### src/verilog/msx_glue_pkg.sv
`default_nettype none

package msx_glue_pkg;

   // ==================================================
   // Host status word bit positions
   // ==================================================
   localparam int ST_RESET       = 0;
   localparam int ST_AR          = 1;
   localparam int AR_W           = 2;
   localparam int ST_SCALE       = 3;
   localparam int SCALE_W        = 3;
   localparam int ST_TAPE_REWIND = 9;
   localparam int ST_ROM_EJECT   = 10;
   localparam int ST_RESET_MOUNT = 12;
   localparam int ST_RESET_CLOSE = 21;
   localparam int ST_SRAM_SAVE   = 38;
   localparam int ST_SRAM_LOAD   = 39;
   localparam int ST_CAS_SRC     = 40;

   // ==================================================
   // Platform constants
   // ==================================================
   localparam int VDNUM            = 7;
   localparam int SD_SLOT          = 4;
   localparam logic [5:0] CAS_INDEX = 6'd5;
   localparam int ACT_HOLD_DEFAULT = 1_000_000;

   // Video
   localparam logic [11:0] CROP_216P   = 12'd216;
   localparam logic [11:0] HDMI_W_1080 = 12'd1920;
   localparam logic [11:0] HDMI_H_1080 = 12'd1080;
   localparam logic [11:0] AR_DEF_X    = 12'd4;
   localparam logic [11:0] AR_DEF_Y    = 12'd3;

   // Read data while channel 1 is idle
   localparam logic [7:0] RAM_IDLE_DATA = 8'hFF;

   // ==================================================
   // Types
   // ==================================================
   typedef enum logic [0:0] {
      CAS_AUDIO_FILE = 1'b0,
      CAS_AUDIO_ADC  = 1'b1
   } cas_src_e;

   typedef enum logic [1:0] {
      CAS_EMPTY    = 2'd0,
      CAS_DOWNLOAD = 2'd1,
      CAS_READY    = 2'd2
   } cas_state_e;

   typedef struct packed {
      logic [1:0] ar;
      logic [2:0] scale;
      logic       tape_rewind;
      logic       rom_eject;
      logic       reset_after_mount;
      cas_src_e   cas_src;
      logic       sram_save;
      logic       sram_load;
   } settings_t;

   typedef struct packed {
      logic [VDNUM-1:0] mounted;
      logic [63:0]      size;
      logic             readonly;
   } img_t;

   typedef struct packed {
      logic        download;
      logic [5:0]  index;
      logic [26:0] addr;
   } dl_t;

   typedef struct packed {
      logic sck;
      logic mosi;
      logic cs;
   } spi_t;

   typedef struct packed {
      logic [27:0] addr;
      logic        rd;
   } ddr_req_t;

   typedef struct packed {
      logic [26:0] addr;
      logic [7:0]  din;
      logic        req;
      logic        rnw;
   } sdram_req_t;

   typedef struct packed {
      logic [11:0] arx;
      logic [11:0] ary;
      logic [1:0]  sl;
      logic        scandoubler;
      logic        hq2x;
      logic [11:0] crop_size;
      logic [2:0]  scale;
   } video_cfg_t;

endpackage

`default_nettype wire

### src/verilog/cas_ctrl.sv
`timescale 1ns/100ps
`default_nettype none

module cas_ctrl (
   input  wire                          clock_bus,
   input  wire                          i_rst_n,
   input  wire msx_glue_pkg::settings_t i_settings,
   input  wire                          i_core_reset,
   input  wire msx_glue_pkg::dl_t       i_dl,
   input  wire                          i_motor,
   input  wire                          i_cas_dout,
   input  wire                          i_tape_adc,
   input  wire                          i_tape_adc_act,
   output logic                         o_play,
   output logic                         o_rewind,
   output logic                         o_tape_in,
   output logic                         o_is_cas
);
   import msx_glue_pkg::*;

   cas_state_e state;
   cas_state_e state_next;

   // Host is streaming a cassette file
   assign o_is_cas = i_dl.download & (i_dl.index == CAS_INDEX);

   // ==================================================
   // Tape image FSM
   // ==================================================
   always_comb begin
      state_next = state;
      case (state)
         CAS_EMPTY, CAS_READY: begin
            if (o_is_cas) begin
               state_next = CAS_DOWNLOAD;
            end
         end
         CAS_DOWNLOAD: begin
            if (!o_is_cas) begin
               state_next = CAS_READY;
            end
         end
         default: state_next = CAS_EMPTY;
      endcase
   end

   always_ff @(posedge clock_bus or negedge i_rst_n) begin
      if (!i_rst_n) begin
         state <= CAS_EMPTY;
      end else begin
         state <= state_next;
      end
   end

   // Player runs while the MSX has the motor relay released
   assign o_play   = ~i_motor & (state == CAS_READY);
   assign o_rewind = i_settings.tape_rewind | o_is_cas | i_core_reset;

   // ADC bit counts only while the front end sees a signal
   assign o_tape_in = (i_settings.cas_src == CAS_AUDIO_FILE) ? i_cas_dout
                                                             : (i_tape_adc & i_tape_adc_act);

endmodule

`default_nettype wire

### src/verilog/core_ctrl.sv
`timescale 1ns/100ps
`default_nettype none

module core_ctrl (
   input  wire                              clock_bus,
   input  wire                              i_rst_n,
   input  wire [63:0]                       i_status,
   input  wire                              i_upload_reset,
   input  wire [msx_glue_pkg::VDNUM-1:0]    i_img_mounted,
   input  wire                              i_fdc_enable,
   output msx_glue_pkg::settings_t          o_settings,
   output logic                             o_hard_reset,
   output logic                             o_core_reset
);
   import msx_glue_pkg::*;

   logic hard_next;
   logic core_next;
   logic mount_reset;

   // ==================================================
   // Status word decode
   // ==================================================
   always_comb begin
      o_settings.ar                = i_status[ST_AR +: AR_W];
      o_settings.scale             = i_status[ST_SCALE +: SCALE_W];
      o_settings.tape_rewind       = i_status[ST_TAPE_REWIND];
      o_settings.rom_eject         = i_status[ST_ROM_EJECT];
      o_settings.reset_after_mount = i_status[ST_RESET_MOUNT];
      o_settings.cas_src           = cas_src_e'(i_status[ST_CAS_SRC]);
      o_settings.sram_save         = i_status[ST_SRAM_SAVE];
      o_settings.sram_load         = i_status[ST_SRAM_LOAD];
   end

   // Reset after a new SD image, only with the disk controller present
   assign mount_reset = o_settings.reset_after_mount & i_img_mounted[SD_SLOT] & i_fdc_enable;

   assign hard_next = i_upload_reset | i_status[ST_RESET];
   assign core_next = hard_next | o_settings.rom_eject | i_status[ST_RESET_CLOSE] | mount_reset;

   // ==================================================
   // Registered resets
   // ==================================================
   // Both held active through reset and the first edge after it
   always_ff @(posedge clock_bus or negedge i_rst_n) begin
      if (!i_rst_n) begin
         o_hard_reset <= 1'b1;
         o_core_reset <= 1'b1;
      end else begin
         o_hard_reset <= hard_next;
         o_core_reset <= core_next;
      end
   end

   // The machine never sees a hard reset without the core reset
   a_hard_implies_core : assert property (
      @(posedge clock_bus) disable iff (!i_rst_n)
      o_hard_reset |-> o_core_reset
   );

endmodule

`default_nettype wire

### src/verilog/mem_arbiter.sv
`timescale 1ns/100ps
`default_nettype none

module mem_arbiter (
   input  wire msx_glue_pkg::ddr_req_t   i_ddr_dl,
   input  wire msx_glue_pkg::ddr_req_t   i_ddr_cas,
   input  wire                           i_upload,
   input  wire msx_glue_pkg::sdram_req_t i_sdram_upload,
   input  wire msx_glue_pkg::sdram_req_t i_sdram_cpu,
   input  wire [7:0]                     i_sdram_dout,
   input  wire                           i_sdram_ce,
   output msx_glue_pkg::ddr_req_t        o_ddr,
   output msx_glue_pkg::sdram_req_t      o_sdram_ch1,
   output logic [7:0]                    o_ram_dout
);
   import msx_glue_pkg::*;

   // Downloader has priority on DDR3
   assign o_ddr = i_ddr_dl.rd ? i_ddr_dl : i_ddr_cas;

   // Upload path only ever writes
   always_comb begin
      if (i_upload) begin
         o_sdram_ch1      = i_sdram_upload;
         o_sdram_ch1.rnw  = 1'b0;
      end else begin
         o_sdram_ch1      = i_sdram_cpu;
      end
   end

   assign o_ram_dout = i_sdram_ce ? i_sdram_dout : RAM_IDLE_DATA;

   always_comb begin
      if (i_upload) begin
         a_upload_writes : assert final (!o_sdram_ch1.rnw);
      end
   end

endmodule

`default_nettype wire

### src/verilog/msx_glue_top.sv
`timescale 1ns/100ps
`default_nettype none

module msx_glue_top #(
   parameter int P_ACT_HOLD = msx_glue_pkg::ACT_HOLD_DEFAULT
) (
   input  wire                           clock_bus,
   input  wire                           i_rst_n,
   // Host status and resets
   input  wire [63:0]                    i_status,
   input  wire                           i_upload_reset,
   input  wire                           i_fdc_enable,
   output logic                          o_hard_reset,
   output logic                          o_core_reset,
   // SD card
   input  wire msx_glue_pkg::img_t       i_img,
   input  wire msx_glue_pkg::spi_t       i_spi_core,
   input  wire                           i_sd_miso,
   input  wire                           i_vsd_miso,
   output msx_glue_pkg::spi_t            o_sd_pins,
   output logic                          o_miso_core,
   output logic                          o_led_user,
   output logic [1:0]                    o_led_disk,
   // Cassette
   input  wire msx_glue_pkg::dl_t        i_dl,
   input  wire                           i_motor,
   input  wire                           i_cas_dout,
   input  wire                           i_tape_adc,
   input  wire                           i_tape_adc_act,
   output logic                          o_play,
   output logic                          o_rewind,
   output logic                          o_tape_in,
   output logic                          o_is_cas,
   // Memory ports
   input  wire msx_glue_pkg::ddr_req_t   i_ddr_dl,
   input  wire msx_glue_pkg::ddr_req_t   i_ddr_cas,
   input  wire                           i_upload,
   input  wire msx_glue_pkg::sdram_req_t i_sdram_upload,
   input  wire msx_glue_pkg::sdram_req_t i_sdram_cpu,
   input  wire [7:0]                     i_sdram_dout,
   input  wire                           i_sdram_ce,
   output msx_glue_pkg::ddr_req_t        o_ddr,
   output msx_glue_pkg::sdram_req_t      o_sdram_ch1,
   output logic [7:0]                    o_ram_dout,
   // Video
   input  wire                           i_forced_scandoubler,
   input  wire [11:0]                    i_hdmi_width,
   input  wire [11:0]                    i_hdmi_height,
   output msx_glue_pkg::video_cfg_t      o_video
);
   import msx_glue_pkg::*;

   settings_t settings;

   core_ctrl u_core_ctrl (
      .clock_bus      (clock_bus),
      .i_rst_n        (i_rst_n),
      .i_status       (i_status),
      .i_upload_reset (i_upload_reset),
      .i_img_mounted  (i_img.mounted),
      .i_fdc_enable   (i_fdc_enable),
      .o_settings     (settings),
      .o_hard_reset   (o_hard_reset),
      .o_core_reset   (o_core_reset)
   );

   sd_route #(
      .P_ACT_HOLD (P_ACT_HOLD)
   ) u_sd_route (
      .clock_bus   (clock_bus),
      .i_rst_n     (i_rst_n),
      .i_img       (i_img),
      .i_spi_core  (i_spi_core),
      .i_sd_miso   (i_sd_miso),
      .i_vsd_miso  (i_vsd_miso),
      .o_sd_pins   (o_sd_pins),
      .o_miso_core (o_miso_core),
      .o_led_user  (o_led_user),
      .o_led_disk  (o_led_disk)
   );

   cas_ctrl u_cas_ctrl (
      .clock_bus      (clock_bus),
      .i_rst_n        (i_rst_n),
      .i_settings     (settings),
      .i_core_reset   (o_core_reset),
      .i_dl           (i_dl),
      .i_motor        (i_motor),
      .i_cas_dout     (i_cas_dout),
      .i_tape_adc     (i_tape_adc),
      .i_tape_adc_act (i_tape_adc_act),
      .o_play         (o_play),
      .o_rewind       (o_rewind),
      .o_tape_in      (o_tape_in),
      .o_is_cas       (o_is_cas)
   );

   mem_arbiter u_mem_arbiter (
      .i_ddr_dl       (i_ddr_dl),
      .i_ddr_cas      (i_ddr_cas),
      .i_upload       (i_upload),
      .i_sdram_upload (i_sdram_upload),
      .i_sdram_cpu    (i_sdram_cpu),
      .i_sdram_dout   (i_sdram_dout),
      .i_sdram_ce     (i_sdram_ce),
      .o_ddr          (o_ddr),
      .o_sdram_ch1    (o_sdram_ch1),
      .o_ram_dout     (o_ram_dout)
   );

   video_cfg u_video_cfg (
      .clock_bus            (clock_bus),
      .i_rst_n              (i_rst_n),
      .i_settings           (settings),
      .i_forced_scandoubler (i_forced_scandoubler),
      .i_hdmi_width         (i_hdmi_width),
      .i_hdmi_height        (i_hdmi_height),
      .o_video              (o_video)
   );

endmodule

`default_nettype wire

### src/verilog/sd_route.sv
`timescale 1ns/100ps
`default_nettype none

module sd_route #(
   parameter int P_ACT_HOLD = msx_glue_pkg::ACT_HOLD_DEFAULT
) (
   input  wire                     clock_bus,
   input  wire                     i_rst_n,
   input  wire msx_glue_pkg::img_t i_img,
   input  wire msx_glue_pkg::spi_t i_spi_core,
   input  wire                     i_sd_miso,
   input  wire                     i_vsd_miso,
   output msx_glue_pkg::spi_t      o_sd_pins,
   output logic                    o_miso_core,
   output logic                    o_led_user,
   output logic [1:0]              o_led_disk
);
   import msx_glue_pkg::*;

   localparam int unsigned ACT_W = $clog2(P_ACT_HOLD + 1);
   localparam logic [ACT_W-1:0] ACT_MAX = ACT_W'(P_ACT_HOLD);

   logic             vsd_sel;
   logic             old_mosi;
   logic             old_miso;
   logic             toggle;
   logic             sd_act;
   logic [ACT_W-1:0] act_cnt;

   // Virtual card takes over when a non-empty image lands in its slot
   always_ff @(posedge clock_bus or negedge i_rst_n) begin
      if (!i_rst_n) begin
         vsd_sel <= 1'b0;
      end else if (i_img.mounted[SD_SLOT]) begin
         vsd_sel <= |i_img.size;
      end
   end

   // ==================================================
   // Pin routing
   // ==================================================
   always_comb begin
      o_sd_pins.cs   = vsd_sel;
      o_sd_pins.sck  = i_spi_core.sck & ~vsd_sel;
      o_sd_pins.mosi = i_spi_core.mosi & ~vsd_sel;
   end

   assign o_miso_core = vsd_sel ? i_vsd_miso : i_sd_miso;

   // ==================================================
   // Activity detect
   // ==================================================
   assign toggle = (old_mosi ^ i_spi_core.mosi) | (old_miso ^ o_miso_core);

   always_ff @(posedge clock_bus or negedge i_rst_n) begin
      if (!i_rst_n) begin
         old_mosi <= 1'b0;
         old_miso <= 1'b0;
         act_cnt  <= ACT_MAX;
         sd_act   <= 1'b0;
      end else begin
         old_mosi <= i_spi_core.mosi;
         old_miso <= o_miso_core;
         sd_act   <= act_cnt < ACT_MAX;
         if (toggle) begin
            act_cnt <= '0;
         end else if (act_cnt < ACT_MAX) begin
            act_cnt <= act_cnt + 1'b1;
         end
      end
   end

   assign o_led_user = vsd_sel & sd_act;
   // High bit hands the LED over to this core
   assign o_led_disk = {1'b1, ~vsd_sel & sd_act};

   // Physical card stays quiet while the image is in use
   a_no_clock_when_virtual : assert property (
      @(posedge clock_bus) disable iff (!i_rst_n)
      o_sd_pins.cs |-> !o_sd_pins.sck
   );

endmodule

`default_nettype wire

### src/verilog/video_cfg.sv
`timescale 1ns/100ps
`default_nettype none

module video_cfg (
   input  wire                          clock_bus,
   input  wire                          i_rst_n,
   input  wire msx_glue_pkg::settings_t i_settings,
   input  wire                          i_forced_scandoubler,
   input  wire [11:0]                   i_hdmi_width,
   input  wire [11:0]                   i_hdmi_height,
   output msx_glue_pkg::video_cfg_t     o_video
);
   import msx_glue_pkg::*;

   logic [2:0] sl_full;
   logic       scandoubler;
   logic       en216p;

   // Scanline level follows the filter choice, HQ2x has none
   assign sl_full     = (i_settings.scale != 3'd0) ? i_settings.scale - 3'd1 : 3'd0;
   assign scandoubler = i_forced_scandoubler | (i_settings.scale != 3'd0);

   // 216p crop on a native 1080p output only
   always_ff @(posedge clock_bus or negedge i_rst_n) begin
      if (!i_rst_n) begin
         en216p <= 1'b0;
      end else begin
         en216p <= (i_hdmi_width == HDMI_W_1080) && (i_hdmi_height == HDMI_H_1080)
                   && !scandoubler;
      end
   end

   always_comb begin
      // Original is 4:3, other choices select a custom ratio slot
      o_video.arx         = (i_settings.ar == 2'd0) ? AR_DEF_X
                                                    : {10'b0, i_settings.ar - 2'd1};
      o_video.ary         = (i_settings.ar == 2'd0) ? AR_DEF_Y : 12'd0;
      o_video.sl          = sl_full[1:0];
      o_video.scandoubler = scandoubler;
      o_video.hq2x        = i_settings.scale == 3'd1;
      o_video.crop_size   = en216p ? CROP_216P : 12'd0;
      o_video.scale       = i_settings.scale;
   end

endmodule

`default_nettype wire
### config.mk
export PLATFORM = sky130hd
export DESIGN_NAME = msx_glue_top
export DESIGN_NICKNAME = d
export VERILOG_FILES = /design/src/verilog/msx_glue_pkg.sv /design/src/verilog/cas_ctrl.sv /design/src/verilog/core_ctrl.sv /design/src/verilog/mem_arbiter.sv /design/src/verilog/msx_glue_top.sv /design/src/verilog/sd_route.sv /design/src/verilog/video_cfg.sv
export SDC_FILE = /design/constraint.sdc
export NUM_CORES = 1
export LEC_CHECK = 0
export ABC_CLOCK_PERIOD_IN_PS = 5200
export BUFFER_PORTS_ARGS = -buffer_cell sky130_fd_sc_hd__buf_2
export CORE_AREA = 2 2 184 186
export DETAILED_ROUTE_END_ITERATION = 12
export DIE_AREA = 0 0 186 188
export GPL_TIMING_DRIVEN = 1
export PLACE_DENSITY_LB_ADDON = 0.1
export SLEW_MARGIN = 20
export SYNTH_ARGS = -nofsm -noshare
export SYNTH_HDL_FRONTEND = slang
export SYNTH_SLANG_ARGS = --single-unit
### constraint.sdc
create_clock -name clock_bus -period 5.2 [get_ports clock_bus]
set_input_delay 1.04 -clock clock_bus [delete_from_list [all_inputs] [get_ports clock_bus]]
set_output_delay 1.04 -clock clock_bus [all_outputs]
set_load 0.1 [all_outputs]
==> qor.yml, run 1 <==
postCtsSetupBuffers: 0
power.internal_uw: 609
critPathArrivalTime_ns: 2.55
skew_ns: 0.00773
layout.nets: 1008
final_common_cell: "buf_2"
async_flop_share_pct: 100
core_area_um2: 33100
whs_ns: 0.498
startpoint_type: "primary input"
required_ns: 4.16
regArea_um2: 737
synth.area.mux_share_pct: 25.8
drive_gt1_share_pct: 69.6
ctsHoldBuffers: 0
p_leak_uw: 0.00248
critPathCaptureType: "output port"
dr.pass1.iters: 4
max_stage_delay_ns: 0.64
portBuffers: 362
worst_slew_pin_slew_ns: 0.844
p_comb_share_pct: 55.9
die_h_um: 188
layout_common_cells: "buf_2 (362), mux2_2 (65), conb_1 (28), nor2_1 (23), dfrtp_1 (20)"
cp_slowest_cell: "buf_2"
clkLatencyLatePin_ns: 0.28
ant_nets: 0
area_growth_pct: 82.2
grt_pass1_wl_um: 25900
finalHoldViolations: 0
synth-seq-area-share_pct: 26.0
via_per_inst: 3.22
drc: 0
wirelength_um: 19200
status: "finished clean"
synth_edf_count: 0
hp-class: "reg -> reg"
maxSlewHeadroom_pct: 43.7
grt_pass1_vias: 3764
ys_ff_latch: 29
drt_iter0_markers: 96
syn_area_per_cell_um2: 9.16
synthDistinctLibCells: 48
tns_ns: 0
clockBufferDepth: 2
syn_area_um2: 2840
dieArea_um2: 35000
fin_area_um2: 5170
clock.fmax_mhz: 279
switching_share_pct: 53.4
cts_tree: "done"
ctsResizeCount: 0
power.density_nw_per_um2: 253
dpl-instance-area_um2: 4990
dpl.hpwl_um: 17400
post_drt_wl_per_cell_um: 17.3
ys.flop_type: "dfrtp_1"
critPathTopFamily: "buffers and inverters"
period_share_pct: 69.0
die_w_um: 186
crit_chain: "buf_2 -> mux2_2 -> buf_2"
ioPinCount: 480
cts_buffers: 5
worst-path-max-fanout: 37
htree_levels: 2
maxSlewViolCount: 0
clock-sinks: 29
grt_max_degree: 38
yosys_warnings: 0
fillCellCount: 3856
grt_antenna_before_repair: 10
root_buffer: "clkbuf_16"
synth_compound_area_share_pct: 5.77
start_util_pct: 8.57
design_power_total_uw: 1310
setup_viol: 0
drv_cap: 0
crit_top_cell: "buf_2"
power_frac_seq_pct: 18.2
grt-ovfl-total: 0
row_count: 67
multi_input_area_um2: 1870
clk_pin_slew_worst_paths_ns: 0.06
synth_xor_area_share_pct: 6.17
vias: 3579
synthAdderAreaFrac_pct: 0.441
synth-simple-area-share_pct: 23.6
worstSetupPathType: "in -> out"
rsz0062_at_grt: "no"
p_sw_uw: 697
grt_use_total_pct: 10.6
clockPowerShare_pct: 25.9
fin_crit_ns: 3.59
synth_top_family_by_area: "multiplexers"
postSynthCellCount: 310
gp_congestion: 0.750
path_buf_inv: 2
peakVddDrop_mv: 0.122
[power groups by stage]
stage	clock network, uW	registers (uW)	logic (uW)
floorplan	0	245	568
global placement	0	241	738
detailed placement	0	241	739
CTS	353	237	740
global route	363	238	761
finish	339	237	730
[registers in the layout, summed over array words and instances (netlist names)]
register,count
u_cas_ctrl.state,2
u_video_cfg.en216p,1
u_sd_route.old_mosi,1
u_sd_route.act_cnt,20
u_sd_route.sd_act,1
u_sd_route.vsd_sel,1
u_core_ctrl.o_hard_reset,1
u_sd_route.old_miso,1
u_core_ctrl.o_core_reset,1
[worst paths after layout]
check	start	endpoint	slack [ns]	cells after the start
min in group asynchronous	i_rst_n	u_sd_route.act_cnt[8]	0.82	1
max	i_upload	o_sdram_ch1[6]	1.61	3
max in group asynchronous	i_rst_n	u_sd_route.old_miso	3.92	1
min	u_cas_ctrl.state[1]	u_cas_ctrl.state[0]	0.50	1
max reg2reg	u_sd_route.vsd_sel	u_sd_route.act_cnt[13]	3.02	5
min reg2reg	u_cas_ctrl.state[1]	u_cas_ctrl.state[0]	0.50	1
[stage by stage]
| stage | cells | setup slack, ns | util, % |
|---|---|---|---|
| global route | 1108 | 1.52 | 15.6 |
| floorplan | 336 | 0.266 | - |
| finish | 1111 | 1.61 | 15.6 |
| global placement | 1098 | 1.56 | 15.1 |
| CTS | 1106 | 1.58 | 15.6 |
| detailed placement | 1098 | 1.58 | 15.1 |
[cells by family after synthesis]
family | after synthesis
AO/OA/AOI/OAI | 26
XOR/XNOR | 20
adder cells (fa/ha/maj) | 1
buffers and inverters | 51
flip-flops | 29
multiplexers | 65
other | 2
AND/OR/NAND/NOR | 116
[cell type report]
class / instances / share of cell area (%)
inverters: 2 / 0.145
diodes: 5 / 0.242
well taps: 448 / 10.8
clock buffers: 5 / 2.42
repair buffers: 363 / 35.2
clock inverters: 3 / 0.895
multi-input cells: 256 / 36.1
flip-flops and latches: 29 / 14.2
[per-layer routing]
layer / wire, um / track usage [%] / vias up
met2: 9690 / 19.1 / 206
met1: 6820 / 10.6 / 1580
met3: 2130 / 5.07 / 27
met4: 552 / 3.27 / 6
met5: 40 / 0 / -
li1: - / - / 1760
[cell usage after synthesis (2+ instances only)]
cell | count | area [um2]
or2_2 | 2 | 12.5
dfstp_2 | 9 | 236
nor2_1 | 23 | 86.3
and3_1 | 3 | 18.8
xor2_1 | 3 | 26.3
nor2_2 | 2 | 12.5
mux2_2 | 65 | 732
clkbuf_1 | 7 | 26.3
a21oi_1 | 13 | 65.1
and2_1 | 3 | 18.8
nand4_1 | 9 | 56.3
dfrtp_1 | 20 | 500
or4_1 | 3 | 22.5
nor4_1 | 17 | 106
nand2_1 | 14 | 52.6
nand2b_1 | 8 | 50.1
nand3_1 | 8 | 40.0
nor3_1 | 3 | 15.0
buf_4 | 39 | 293
inv_1 | 2 | 7.51
xnor2_1 | 17 | 149
conb_1 | 2 | 7.51
buf_2 | 2 | 10.0
nor2b_1 | 5 | 31.3
and4_1 | 2 | 17.5
o21ai_0 | 3 | 15.0
nor4b_1 | 3 | 26.3
a211oi_2 | 2 | 25.0
a31oi_1 | 2 | 12.5
Note: power is estimated with default switching activity, not from simulation.
==> run 2, diff against run 1 <==
--- a/config.mk
+++ b/config.mk
@@ -5,11 +5,11 @@
 export SDC_FILE = /design/constraint.sdc
 export NUM_CORES = 1
 export LEC_CHECK = 0
-export ABC_CLOCK_PERIOD_IN_PS = 5200
+export ABC_CLOCK_PERIOD_IN_PS = 3100
 export BUFFER_PORTS_ARGS = -buffer_cell sky130_fd_sc_hd__buf_2
-export CORE_AREA = 2 2 184 186
+export CORE_AREA = 2 2 185 187
 export DETAILED_ROUTE_END_ITERATION = 12
-export DIE_AREA = 0 0 186 188
+export DIE_AREA = 0 0 187 189
 export GPL_TIMING_DRIVEN = 1
 export PLACE_DENSITY_LB_ADDON = 0.1
 export SLEW_MARGIN = 20
==> constraint.sdc (replaced) <==
create_clock -name clock_bus -period 3.1 [get_ports clock_bus]
set_input_delay 0.62 -clock clock_bus [delete_from_list [all_inputs] [get_ports clock_bus]]
set_output_delay 0.62 -clock clock_bus [all_outputs]
set_load 0.1 [all_outputs]
==> qor.yml, run 2 (same netlist as run 1, synthesis figures left out) <==
status: "finished clean"
power.internal_uw: 1030
clock.fmax_mhz: 392
maxSlewViolCount: 0
clockPowerShare_pct: 25.9
dieArea_um2: 35300
tns_ns: 0
layout.nets: 1010
via_per_inst: 3.19
grt-ovfl-total: 0
drc: 0
clockBufferDepth: 2
die_h_um: 189
critPathCaptureType: "output port"
htree_levels: 2
skew_ns: 0.00476
fin_crit_ns: 2.55
grt_pass1_vias: 3717
dr.pass1.iters: 4
clock-sinks: 29
p_leak_uw: 0.00252
ant_nets: 0
grt_antenna_before_repair: 2
multi_input_area_um2: 1880
period_share_pct: 82.4
final_common_cell: "buf_2"
worstSetupPathType: "in -> out"
reg_top3: "u_sd_route.act_cnt x20, u_cas_ctrl.state x2"
row_count: 67
p_sw_uw: 1160
regArea_um2: 737
die_w_um: 187
maxSlewHeadroom_pct: 51.1
drt_iter0_markers: 84
fillCellCount: 3877
ctsHoldBuffers: 0
portBuffers: 362
regMostFlops: "u_sd_route.act_cnt"
power.density_nw_per_um2: 419
clk_pin_slew_worst_paths_ns: 0.05
design_power_total_uw: 2190
rsz0062_at_grt: "no"
postCtsSetupBuffers: 0
drive_gt1_share_pct: 69.8
required_ns: 2.48
post_drt_wl_per_cell_um: 14.9
cts_tree: "done"
p_comb_share_pct: 55.9
peakVddDrop_mv: 0.196
grt_use_total_pct: 8.82
power_frac_seq_pct: 18.2
whs_ns: 0.406
worst_slew_pin_slew_ns: 0.734
ioPinCount: 480
dpl.hpwl_um: 14800
worst-path-max-fanout: 4
drv_cap: 0
grt_max_degree: 30
largest_reg_flops: 20
switching_share_pct: 52.9
insertedDiodeCount: 0
cts_buffers: 5
area_growth_pct: 84.4
grt_pass1_wl_um: 23300
core_area_um2: 33300
hp-class: "in -> async"
layoutNonFillerInstCount: 1108
dpl-instance-area_um2: 5060
root_buffer: "clkbuf_16"
dp.cells: 1100
ctsResizeCount: 0
critPathArrivalTime_ns: 1.93
wirelength_um: 16500
startpoint_type: "primary input"
setup_viol: 0
finalHoldViolations: 0
fin_area_um2: 5240
clkLatencyLatePin_ns: 0.28
gp_congestion: 0.767
start_util_pct: 8.53
vias: 3537
layout_common_cells: "buf_2 (354), mux2_2 (65), conb_1 (28), nor2_1 (23), dfrtp_1 (20)"
run 2: cell types whose count changed in the layout (fill, tap and decap cells not counted), sizes merged:
| cell | delta |
|---|---|
| diode | -5 |
| buf | +2 |
run 2: path summary, 6_finish.rpt:
check / from / end / slack, ns / cells after the start
worst max register to register: u_sd_route.act_cnt[14] / u_sd_route.act_cnt[13] / 1.13 / 5
max in group asynchronous: i_rst_n / u_sd_route.act_cnt[13] / 2.23 / 1
worst min-delay path: i_rst_n / u_sd_route.act_cnt[8] / 0.41 / 1
worst min register to register: u_cas_ctrl.state[1] / u_cas_ctrl.state[0] / 0.51 / 1
min in group clock_bus: i_spi_core[1] / u_sd_route.old_mosi / 0.49 / 1
worst max-delay path: i_dl[31] / o_is_cas / 0.55 / 4
run 2: cell type report:
cell class | count | share of cell area, %
Timing Repair Buffer | 365 | 35.9
Clock buffer | 5 | 2.39
Tap cell | 448 | 10.7
Clock inverter | 3 | 0.884
Sequential cell | 29 | 14.1
Inverter | 2 | 0.143
Multi-Input combinational cell | 256 | 35.9
run 2: power groups by stage:
| stage | clock network [uW] | registers (uW) | logic (uW) |
|---|---|---|---|
| finish | 568 | 398 | 1230 |
| global route | 608 | 400 | 1270 |
| CTS | 590 | 398 | 1240 |
| detailed placement | 0 | 405 | 1240 |
| global placement | 0 | 406 | 1240 |
| floorplan | 0 | 410 | 954 |
run 2: routing by layer:
| layer | track usage (%) | up-vias | routed length (um) |
|---|---|---|---|
| li1 | - | 1752 | - |
| met1 | 8.37 | 1603 | 5400 |
| met2 | 18.2 | 163 | 9630 |
| met3 | 2.95 | 15 | 1270 |
| met4 | 1.68 | 4 | 202 |
| met5 | 0 | - | 23 |
run 2: stage by stage:
stage	setup slack [ns]	utilization (%)
2_1_floorplan	-0.307	-
5_1_grt	0.414	15.7
6_report	0.547	15.7
3_3_place_gp	0.477	15.2
4_1_cts	0.482	15.7
3_5_place_dp	0.482	15.2
run 2: worst max-delay path, cell delays in order:
cell,delay [ns]
buf_2,0.09
nand4bb_1,0.24
nor4b_4,0.45
buf_2,0.52
